--- config.mk ---
export PLATFORM = sky130hd
export DESIGN_NAME = vdp_register_subsystem
export DESIGN_NICKNAME = d
export VERILOG_FILES = /design/src/vdp_regs_pkg.sv /design/src/vdp_copper_pkg.sv /design/src/vdp_host_interface.sv /design/src/vdp_copper.sv /design/src/vdp_register_file.sv /design/src/vdp_register_subsystem.sv
export SDC_FILE = /design/constraint.sdc
export NUM_CORES = 2
export LEC_CHECK = 0
export BUFFER_PORTS_ARGS = -buffer_cell sky130_fd_sc_hd__buf_2
export CORE_MARGIN = 2
export CORE_UTILIZATION = 57
export DETAILED_ROUTE_END_ITERATION = 8
export GPL_TIMING_DRIVEN = 1
export PLACE_DENSITY = 0.76
export SLEW_MARGIN = 20
export SYNTH_ARGS = -nofsm -noshare
export SYNTH_HDL_FRONTEND = slang
export SYNTH_HIERARCHICAL = 1
export SYNTH_SLANG_ARGS = --single-unit
--- constraint.sdc ---
create_clock -name clk -period 3.41 [get_ports clk]
set_input_delay 0 -clock clk [delete_from_list [all_inputs] [get_ports clk]]
set_output_delay 0 -clock clk [all_outputs]
set_load 0.02 [all_outputs]
--- src/vdp_regs_pkg.sv ---
// VDP register map shared by the host interface, the copper and the register file.
// Addresses 0 to 31 are ordinary registers and 32 to 34 are the copper ports.
// Addresses 35 to 63 read zero and ignore writes.
`default_nettype none

package vdp_regs_pkg;

    // register word and address widths
    localparam int data_width = 16;
    localparam int address_width = 6;

    // ordinary registers sit at addresses 0 to vdp_register_count - 1
    localparam int vdp_register_count = 32;

    // sets the copper RAM write pointer
    localparam logic [address_width-1:0] cop_ram_address_reg = 6'd32;

    // stores a word at the pointer, then advances the pointer
    localparam logic [address_width-1:0] cop_ram_data_reg = 6'd33;

    // copper start / stop on write, status on read
    localparam logic [address_width-1:0] cop_control_reg = 6'd34;

    // control write: one starts from word 0, zero stops
    localparam int cop_control_start_bit = 0;

    // control read bits
    localparam int cop_status_running_bit = 0;
    localparam int cop_status_halted_bit = 1;

endpackage

`default_nettype wire

--- src/vdp_copper_pkg.sv ---
// Copper instruction format. The opcode is always in the top two bits of a word.
// A write instruction is followed by one data word for the addressed register.
// A wait holds until the raster line is at or above the given line.
`default_nettype none

package vdp_copper_pkg;

    localparam int raster_width = 10;

    typedef enum logic [1:0] {
        op_halt  = 2'b00,
        op_write = 2'b01,
        op_wait  = 2'b10
    } cop_op_t;

    // write view: opcode, padding, target register address
    typedef struct packed {
        cop_op_t op;
        logic [vdp_regs_pkg::data_width-2-vdp_regs_pkg::address_width-1:0] unused;
        logic [vdp_regs_pkg::address_width-1:0] address;
    } cop_write_view_t;

    // wait view: opcode, padding, raster line to wait for
    typedef struct packed {
        cop_op_t op;
        logic [vdp_regs_pkg::data_width-2-raster_width-1:0] unused;
        logic [raster_width-1:0] line;
    } cop_wait_view_t;

    // one program word, decoded as either view
    typedef union packed {
        cop_write_view_t write_view;
        cop_wait_view_t wait_view;
    } copper_word_t;

endpackage

`default_nettype wire

--- src/vdp_host_interface.sv ---
// Decodes CPU bus cycles and merges them with copper writes onto one write port.
// The CPU must hold address and data stable while its strobe is sampled high, and
// must wait for ready before it starts the next access. A CPU write always beats
// a pending copper write. The copper is also held off while a read uses the address.
`timescale 1ns/1ps
`default_nettype none

module vdp_host_interface (
    input  logic clk,
    input  logic reset,

    // CPU bus
    input  logic write_en,
    input  logic read_en,
    input  logic [vdp_regs_pkg::address_width-1:0] address,
    input  logic [vdp_regs_pkg::data_width-1:0] data_in,
    output logic ready,

    // copper write request, held until accepted
    input  logic cop_write_en,
    input  logic [vdp_regs_pkg::address_width-1:0] cop_write_address,
    input  logic [vdp_regs_pkg::data_width-1:0] cop_write_data,
    output logic cop_write_accept,

    // merged register port
    output logic reg_write_en,
    output logic [vdp_regs_pkg::address_width-1:0] reg_write_address,
    output logic [vdp_regs_pkg::data_width-1:0] reg_write_data,
    output logic read_strobe
);
    import vdp_regs_pkg::*;

    logic write_en_r;
    logic write_en_d;
    logic read_en_r;
    logic read_en_d;

    logic [address_width-1:0] address_r;
    logic [data_width-1:0] data_r;
    logic [address_width-1:0] write_address_q;

    logic write_rise;
    logic read_rise;
    logic read_starting;
    logic cop_grant;

    // two stages on each strobe for edge detection
    always_ff @(posedge clk) begin
        if (reset) begin
            write_en_r <= 1'b0;
            write_en_d <= 1'b0;
            read_en_r <= 1'b0;
            read_en_d <= 1'b0;
        end else begin
            write_en_r <= write_en;
            write_en_d <= write_en_r;
            read_en_r <= read_en;
            read_en_d <= read_en_r;
        end
    end

    // bus payload captured alongside the first strobe stage
    always_ff @(posedge clk) begin
        address_r <= address;
        data_r <= data_in;
    end

    assign write_rise = write_en_r && !write_en_d;
    assign read_rise = read_en_r && !read_en_d;

    // a read strobe follows next cycle and needs the address lines to itself
    assign read_starting = read_en && !read_en_r;

    // accept is still high in the cycle the copper retires its request
    assign cop_grant = cop_write_en && !cop_write_accept && !write_rise && !read_starting;

    always_ff @(posedge clk) begin
        if (reset) begin
            ready <= 1'b0;
            reg_write_en <= 1'b0;
            cop_write_accept <= 1'b0;
        end else begin
            ready <= write_rise || read_rise;
            reg_write_en <= write_rise || cop_grant;
            cop_write_accept <= cop_grant;
        end
    end

    // CPU first, copper only in a free cycle
    always_ff @(posedge clk) begin
        if (write_rise) begin
            write_address_q <= address_r;
            reg_write_data <= data_r;
        end else if (cop_grant) begin
            write_address_q <= cop_write_address;
            reg_write_data <= cop_write_data;
        end
    end

    // the register file latches read data on the edge that ends this strobe
    assign read_strobe = read_rise;
    assign reg_write_address = read_strobe ? address_r : write_address_q;

endmodule

`default_nettype wire

--- src/vdp_copper.sv ---
// Copper co-processor running a program from its own RAM, starting at word 0.
// The program RAM has no reset and must be loaded before the copper is started.
// Writes to the copper ports (32 to 34) are dropped. Stop discards a pending write.
// The program counter wraps at cop_ram_depth, which must be a power of two.
`timescale 1ns/1ps
`default_nettype none

module vdp_copper #(
    parameter int cop_ram_depth = 64
) (
    input  logic clk,
    input  logic reset,

    input  logic [vdp_copper_pkg::raster_width-1:0] raster_line,

    // program RAM fill port
    input  logic cop_ram_write_en,
    input  logic [$clog2(cop_ram_depth)-1:0] cop_ram_write_address,
    input  logic [vdp_regs_pkg::data_width-1:0] cop_ram_write_data,

    input  logic cop_start,
    input  logic cop_stop,

    // register write request
    output logic cop_write_en,
    output logic [vdp_regs_pkg::address_width-1:0] cop_write_address,
    output logic [vdp_regs_pkg::data_width-1:0] cop_write_data,
    input  logic cop_write_accept,

    output logic cop_running,
    output logic cop_halted
);
    import vdp_regs_pkg::*;
    import vdp_copper_pkg::*;

    localparam int pc_width = $clog2(cop_ram_depth);

    localparam logic [2:0] st_stopped = 3'd0;
    localparam logic [2:0] st_decode  = 3'd1;
    localparam logic [2:0] st_data    = 3'd2;
    localparam logic [2:0] st_write   = 3'd3;
    localparam logic [2:0] st_wait    = 3'd4;
    localparam logic [2:0] st_halted  = 3'd5;

    logic [data_width-1:0] ram [cop_ram_depth];
    logic [2:0] state;
    logic [pc_width-1:0] pc;
    copper_word_t word;
    logic [raster_width-1:0] wait_line;
    logic target_blocked;

    always_ff @(posedge clk) begin
        if (cop_ram_write_en) begin
            ram[cop_ram_write_address] <= cop_ram_write_data;
        end
    end

    // asynchronous read, one word per cycle
    assign word = ram[pc];

    // copper may not touch its own control ports
    assign target_blocked = (cop_write_address >= cop_ram_address_reg) &&
                            (cop_write_address <= cop_control_reg);

    always_ff @(posedge clk) begin
        if (reset) begin
            state <= st_stopped;
            pc <= '0;
            cop_write_en <= 1'b0;
        end else if (cop_stop) begin
            state <= st_stopped;
            cop_write_en <= 1'b0;
        end else if (cop_start) begin
            state <= st_decode;
            pc <= '0;
            cop_write_en <= 1'b0;
        end else begin
            case (state)
                st_decode: begin
                    case (word.write_view.op)
                        op_write: begin
                            cop_write_address <= word.write_view.address;
                            pc <= pc + 1'b1;
                            state <= st_data;
                        end
                        op_wait: begin
                            wait_line <= word.wait_view.line;
                            pc <= pc + 1'b1;
                            state <= st_wait;
                        end
                        default: state <= st_halted;
                    endcase
                end
                st_data: begin
                    // second word of a write is the data itself
                    cop_write_data <= word;
                    pc <= pc + 1'b1;
                    if (target_blocked) begin
                        state <= st_decode;
                    end else begin
                        cop_write_en <= 1'b1;
                        state <= st_write;
                    end
                end
                st_write: begin
                    // stall here while the CPU owns the write port
                    if (cop_write_accept) begin
                        cop_write_en <= 1'b0;
                        state <= st_decode;
                    end
                end
                st_wait: begin
                    if (raster_line >= wait_line) begin
                        state <= st_decode;
                    end
                end
                default: ;
            endcase
        end
    end

    assign cop_running = (state != st_stopped) && (state != st_halted);
    assign cop_halted = (state == st_halted);

endmodule

`default_nettype wire

--- src/vdp_register_file.sv ---
// Holds the 32 VDP registers and decodes the copper ports at addresses 32 to 34.
// Reads are latched on the edge that ends read_strobe. Addresses 35 to 63
// read zero, and the copper pointer and data ports read zero too.
`timescale 1ns/1ps
`default_nettype none

module vdp_register_file #(
    parameter int cop_ram_depth = 64
) (
    input  logic clk,
    input  logic reset,

    input  logic reg_write_en,
    input  logic [vdp_regs_pkg::address_width-1:0] reg_write_address,
    input  logic [vdp_regs_pkg::data_width-1:0] reg_write_data,
    input  logic read_strobe,
    output logic [vdp_regs_pkg::data_width-1:0] read_data,

    // copper program load and control
    output logic cop_ram_write_en,
    output logic [$clog2(cop_ram_depth)-1:0] cop_ram_write_address,
    output logic [vdp_regs_pkg::data_width-1:0] cop_ram_write_data,
    output logic cop_start,
    output logic cop_stop,
    input  logic cop_running,
    input  logic cop_halted
);
    import vdp_regs_pkg::*;

    localparam int reg_index_width = $clog2(vdp_register_count);

    logic [data_width-1:0] regs [vdp_register_count];
    logic [$clog2(cop_ram_depth)-1:0] ram_pointer;
    logic [data_width-1:0] cop_status;

    always_comb begin
        cop_status = '0;
        cop_status[cop_status_running_bit] = cop_running;
        cop_status[cop_status_halted_bit] = cop_halted;
    end

    always_ff @(posedge clk) begin
        if (reset) begin
            for (int i = 0; i < vdp_register_count; i++) begin
                regs[i] <= '0;
            end
            ram_pointer <= '0;
            cop_ram_write_en <= 1'b0;
            cop_start <= 1'b0;
            cop_stop <= 1'b0;
            read_data <= '0;
        end else begin
            cop_ram_write_en <= 1'b0;
            cop_start <= 1'b0;
            cop_stop <= 1'b0;

            if (reg_write_en) begin
                if (reg_write_address < vdp_register_count) begin
                    regs[reg_write_address[reg_index_width-1:0]] <= reg_write_data;
                end else if (reg_write_address == cop_ram_address_reg) begin
                    ram_pointer <= reg_write_data[$clog2(cop_ram_depth)-1:0];
                end else if (reg_write_address == cop_ram_data_reg) begin
                    // auto-increment so a program loads as a burst of data writes
                    cop_ram_write_en <= 1'b1;
                    ram_pointer <= ram_pointer + 1'b1;
                end else if (reg_write_address == cop_control_reg) begin
                    cop_start <= reg_write_data[cop_control_start_bit];
                    cop_stop <= !reg_write_data[cop_control_start_bit];
                end
            end

            if (read_strobe) begin
                if (reg_write_address < vdp_register_count) begin
                    read_data <= regs[reg_write_address[reg_index_width-1:0]];
                end else if (reg_write_address == cop_control_reg) begin
                    read_data <= cop_status;
                end else begin
                    read_data <= '0;
                end
            end
        end
    end

    // RAM word goes out with the pointer value before the increment
    always_ff @(posedge clk) begin
        if (reg_write_en && (reg_write_address == cop_ram_data_reg)) begin
            cop_ram_write_address <= ram_pointer;
            cop_ram_write_data <= reg_write_data;
        end
    end

endmodule

`default_nettype wire

--- src/vdp_register_subsystem.sv ---
// Register front end of the VDP: host interface, copper and register file.
// The merged register write port is exposed for the video core.
// cop_ram_depth must be a power of two. No latency is added at this level.
`timescale 1ns/1ps
`default_nettype none

module vdp_register_subsystem #(
    parameter int cop_ram_depth = 64
) (
    input  logic clk,
    input  logic reset,

    // CPU bus
    input  logic write_en,
    input  logic read_en,
    input  logic [vdp_regs_pkg::address_width-1:0] address,
    input  logic [vdp_regs_pkg::data_width-1:0] data_in,
    output logic ready,
    output logic [vdp_regs_pkg::data_width-1:0] read_data,

    input  logic [vdp_copper_pkg::raster_width-1:0] raster_line,

    // merged register write port
    output logic reg_write_en,
    output logic [vdp_regs_pkg::address_width-1:0] reg_write_address,
    output logic [vdp_regs_pkg::data_width-1:0] reg_write_data
);
    import vdp_regs_pkg::*;

    logic read_strobe;

    // copper write request
    logic cop_write_en;
    logic [address_width-1:0] cop_write_address;
    logic [data_width-1:0] cop_write_data;
    logic cop_write_accept;

    // copper program load and control
    logic cop_ram_write_en;
    logic [$clog2(cop_ram_depth)-1:0] cop_ram_write_address;
    logic [data_width-1:0] cop_ram_write_data;
    logic cop_start;
    logic cop_stop;
    logic cop_running;
    logic cop_halted;

    vdp_host_interface host_interface_i (
        .clk               (clk),
        .reset             (reset),
        .write_en          (write_en),
        .read_en           (read_en),
        .address           (address),
        .data_in           (data_in),
        .ready             (ready),
        .cop_write_en      (cop_write_en),
        .cop_write_address (cop_write_address),
        .cop_write_data    (cop_write_data),
        .cop_write_accept  (cop_write_accept),
        .reg_write_en      (reg_write_en),
        .reg_write_address (reg_write_address),
        .reg_write_data    (reg_write_data),
        .read_strobe       (read_strobe)
    );

    vdp_copper #(
        .cop_ram_depth (cop_ram_depth)
    ) copper_i (
        .clk                   (clk),
        .reset                 (reset),
        .raster_line           (raster_line),
        .cop_ram_write_en      (cop_ram_write_en),
        .cop_ram_write_address (cop_ram_write_address),
        .cop_ram_write_data    (cop_ram_write_data),
        .cop_start             (cop_start),
        .cop_stop              (cop_stop),
        .cop_write_en          (cop_write_en),
        .cop_write_address     (cop_write_address),
        .cop_write_data        (cop_write_data),
        .cop_write_accept      (cop_write_accept),
        .cop_running           (cop_running),
        .cop_halted            (cop_halted)
    );

    vdp_register_file #(
        .cop_ram_depth (cop_ram_depth)
    ) register_file_i (
        .clk                   (clk),
        .reset                 (reset),
        .reg_write_en          (reg_write_en),
        .reg_write_address     (reg_write_address),
        .reg_write_data        (reg_write_data),
        .read_strobe           (read_strobe),
        .read_data             (read_data),
        .cop_ram_write_en      (cop_ram_write_en),
        .cop_ram_write_address (cop_ram_write_address),
        .cop_ram_write_data    (cop_ram_write_data),
        .cop_start             (cop_start),
        .cop_stop              (cop_stop),
        .cop_running           (cop_running),
        .cop_halted            (cop_halted)
    );

endmodule

`default_nettype wire

# Word-level counts from Yosys, hierarchy flattened

Memories as Yosys holds them, arrays and structs flattened. A register that Yosys moved wholly into a read port is not among the register bits.
Cells that the tools add are included.

Flip-flop bits (word level): 140
Memories: 2
Output and inout port bits: 40
Memory bits (writable): 1536

Magnitude comparators: 4
Reductions and logical operators: 39
Eq/ne operators: 17
Mux-type cells: 35
Bitwise gates (word level): 6
Add/sub/neg operators: 2

Memories:

| name                 | depth | width | read ports | clocked after Yosys merged registers in | write ports | line                    | source |
|---|---|---|---|---|---|---|---|
| copper_i.ram         | 64    | 16    | 1          | 1                                       | 1           | vdp_copper.sv:45        | `logic [data_width-1:0] ram [cop_ram_depth];` |
| register_file_i.regs | 32    | 16    | 1          | 0                                       | 32          | vdp_register_file.sv:32 | `logic [data_width-1:0] regs [vdp_register_count];` |

Operator list:

| operator                                           | number |
|---|---|
| 2-to-1 mux 16 bit                                  | 4 |
| 2-to-1 mux 6 bit                                   | 9 |
| == test 6 bit (second input constant)              | 3 |
| OR reduction 16 bit                                | 1 |
| AND reduction 3 bit                                | 5 |
| 2-to-1 mux 1 bit                                   | 13 |
| adder 6 x 1 -> 6 bit (second input constant)       | 2 |
| case mux 3 bit (4 select lines)                    | 1 |
| case mux 6 bit (2 select lines)                    | 1 |
| >= comparator 10 bit                               | 1 |
| AND reduction 5 bit                                | 2 |
| logical AND 1 bit                                  | 9 |
| logical NOT 1 bit                                  | 7 |
| == test 3 x 2 -> 1 bit (second input constant)     | 2 |
| == test 3 bit (second input constant)              | 2 |
| >= comparator 6 bit (second input constant)        | 1 |
| <= comparator 6 bit (second input constant)        | 1 |
| less-than comparator 6 bit (second input constant) | 1 |
| 2-to-1 mux 3 bit                                   | 2 |
| != test 3 x 2 -> 1 bit (second input constant)     | 2 |
| inverter 1 bit                                     | 6 |
| case mux 3 bit (2 select lines)                    | 1 |
| nonzero test 2 bit                                 | 3 |
| nonzero test 3 bit                                 | 2 |
| other kinds (18)                                   | 22 |

# Longest topological paths before layout

Word-level depth: 10
Gate-level depth with buffers: 15
Gate-level depth less buffers: 11

# Cells and area by module

The synthesis kept the hierarchy.

By module, submodules not included:

| module             | times used | seq. area each (um^2) | cells an instance | area an instance (um^2) |
|---|---|---|---|---|
| vdp_copper         | 1          | 32030.7               | 1930              | 41487.3 |
| vdp_register_file  | 1          | 16535.9               | 1824              | 24997.7 |
| vdp_host_interface | 1          | 1241.2                | 96                | 1740.4 |

# Least setup slack after synthesis

OpenSTA, ideal clock, no wires.

Path type: reg2reg
Start: register with a tool-made name
End: register with a tool-made name
Arrival: 3.369 ns
Stages on the path, launching flop included: 15
Period minus slack after synthesis: 3.446 ns
Data required time: 3.333 ns
Slack: -0.036 ns
Path buffers: 4
Cell sequence: dfxtp_1 -> buf_6 -> buf_8 -> buf_4 -> buf_6 -> mux4_2 -> o22ai_1 -> nand2_1 -> nand4_1 -> ha_1 -> or3b_2 -> a21oi_1 -> o21ai_0 -> or3_1 -> a21oi_1

==> results.md <==
- Outcome: completed
- Share of the yosys chip area belonging to registers: 73.0%
- Synth Flop Type: edfxtp_1
- CTS tree: done
- I/O pin count: 76
- Routability cong.: 0.928
- Final ANT Viol Nets: 0
- Final worst slack: approximately 0.069 ns
- Worst-path fanout max: 7
- Die ar.: 122000 sq um
- Routed wire length: about 180 mm
- FFs w/ async S/R, synth: 0%
- Post-route clock skew: 0.0402 ns
- Worst Tran Pin Value: slightly above 0.9 ns
- Max Freq: 299 MHz
- Most frequent cells in the layout: edfxtp_1, and2_1, buf_4
- H-tree depth: 4
- Number of buffers created by CTS: 163
- Iteration-0 DRC Markers: just under 5000
- Fillers: 7618
- WS Path Type: register to register
- Number of global-route vias before repair: between 30000 and 40000
- Hold WC Path Type: input pin to register
- Die W: 350 um
- Mapped Area: 68200 sq um
- Max-Cap Viols: 0
- Worst Setup Start Kind: register
- Tcrit/Tclk final: 98.0%
- HPWL after DPL: around 110 mm
- Die height: 350 um
- Largest net degree at the start of global routing: 65
- Leading cell type in the layout, fill and taps excluded: edfxtp_1
- Worst Setup End Kind: register
- Share of cells above drive strength 1: a little over a fifth
- Final Hold Fails: 0
- VDD IR-drop max: 0.560 mV
- Vias: 38000
- Pwr Density: 596 nW/um^2
- Flops & latches, synth: 1682
- Via/cell ratio: 6.36
- Final net count: ~4300
- Max-slew headroom: 37.8%
- Synth warn: 6
- Crit path required time: roughly 4.1 ns
- Number of flops mapped to enable cells by yosys: ~1600
- Clk slew on worst S/H paths: ~0.060 ns
- Post-synth top area share: 71.0%
- DP Worst Slack: -0.198 ns
- Drt first pass iters: 6
- Initial antenna violation count: 7
- Yosys cell types: 70
- Gr ovfl total: 0
- DP Area: slightly above 70000 sq um
- Synth Instances: 3850
- First-pass GRT wire length: 254 mm
- Post-synth top area cell: edfxtp_1
- Core Footprint: 118000 sq um
- Final min period: approximately 3.3 ns
- Average size of a mapped cell: 17.7 sq um
- Initial core utilization: about 58%
- Worst endpoint data arrival time: just over 4 ns
- Skew-Pair Late Insertion Delay: 0.81 ns
- Number of cell rows: 126
- DRC Markers: 0
- Synthesis-to-layout area growth: 14.4%
- Final setup violation count: 0
- Synth top area cells: edfxtp_1, mux4_2, and2_1
- Max clock buf depth: 3
- Static leakage: 26.9 nW
- Design area: 78100 sq um
- Hold Crit Depth: 6
- All-Layer GR Usage: between 20 and 30%
- Reg2Reg Depth: 12
- IO buf count: 75
- WL/cell: 29.4 um
- Unrepaired setup endpoints after global routing: false
- Syn Nets: 3901
- Clk sinks: about 1700
- Pins Over Slew Limit: 0
- CTS Root Cell: clkbuf_16
## critical path, cell delays in order, from the launching register on
cell	delay, ns
dfxtp_4	0.42
mux4_2	0.53
nor2b_1	0.18
a2111oi_4	0.33
nor4_2	0.12
buf_4	0.15
nand4_1	0.15
ha_4	0.23
or3b_4	0.38
a21oi_4	0.14
o21ai_2	0.08
or3_1	0.35
a21oi_2	0.19
## where the power goes
part | total, mW | switching (mW) | internal [mW]
Sequential | 23.0 | 0.214 | 22.8
Clock | 17.6 | 7.61 | 9.98
Combinational | 5.89 | 3.15 | 2.75
Total | 46.5 | 11.0 | 35.5
## through the flow
step / instances / power, mW / setup TNS, ns / utilization, % / hold slack (ns)
after floorplan: 3850 / 27.4 / 0 / - / 0.0277
after global placement: 5600 / 29.0 / -0.429 / 60.9 / 0.105
after detailed placement: 5600 / 29.0 / -0.868 / 60.9 / 0.104
after CTS: 5966 / 46.6 / 0 / 65.8 / 0.0131
after global routing: 5969 / 47.8 / 0 / 65.9 / 0.0567
final: 5972 / 46.5 / 0 / 65.9 / 0.0408
## layout make-up
type / count / area [sq um] / area share (%)
clock buffer: 225 / 4520 / 5.79
multi-input combinational: 1894 / 17200 / 22.0
clock inverter: 78 / 688 / 0.882
timing repair buffer: 472 / 3800 / 4.86
inverter: 17 / 63.8 / 0.0817
antenna: 4 / 10.0 / 0.0128
sequential: 1682 / 49800 / 63.8
tap: 1600 / 2000 / 2.56
## metal layers
layer	vias to the layer above	global-route usage [%]	routed length [um]
li1	15900	-	-
met1	19300	37.5	64200
met2	2291	46.3	84600
met3	450	5.40	16800
met4	2	15.0	9740
met5	-	0	13
## cell families (layout without fill, tap and decap cells)
family | Yosys count | after routing | share of synthesized area (%)
AO/OA/AOI/OAI | 331 | 331 | 3.20
XOR/XNOR | 4 | 4 | 0.0513
adder cells (fa/ha/maj) | 15 | 15 | 0.275
buffers and inverters | 274 | 792 | 2.05
flip-flops | 1682 | 1682 | 73.0
multiplexers | 579 | 579 | 13.0
other | 0 | 4 | 0
AND/OR/NAND/NOR | 965 | 965 | 8.38
## what timing repair did
action	4_1_cts	5_1_grt
gates cloned	0	1
gates resized for setup	10	13
hold buffers	53	0
pin swaps	2	0
setup buffers	10	1
endpoints found under the hold margin	47	0
endpoints found under the setup margin	12	12
## path summary, 6_finish.rpt
path	endpoint	slack, ns	from
worst max-delay path	register	0.07	register
worst min-delay path	copper_i/state[2]	0.04	raster_line[1]
worst max register to register	register	0.07	register
worst min register to register	host_interface_i/write_en_d	0.47	host_interface_i/write_en_r
## state kept, by name (all words and copies together) (netlist names), 3 cells and up, named ones only
signal / count
register_file_i/read_data: 16
copper_i/pc: 6
register_file_i/regs: 512
register_file_i/cop_ram_write_data: 16
copper_i/wait_line: 10
host_interface_i/reg_write_data: 16
host_interface_i/data_r: 16
copper_i/state: 3
host_interface_i/address_r: 6
host_interface_i/write_address_q: 6
copper_i/ram: 1024
copper_i/cop_write_data: 16
register_file_i/cop_ram_write_address: 6
register_file_i/ram_pointer: 6
copper_i/cop_write_address: 6
## Yosys cell counts, drive strengths merged, types with 36 or more instances
master	number
nand2	48
dfxtp	70
mux2i	318
nor2	130
nor4	46
o22ai	210
nor3	36
buf	97
or2	37
mux4	228
edfxtp	1612
and2	515
clkbuf	160
(Power assumes the default switching activity.)
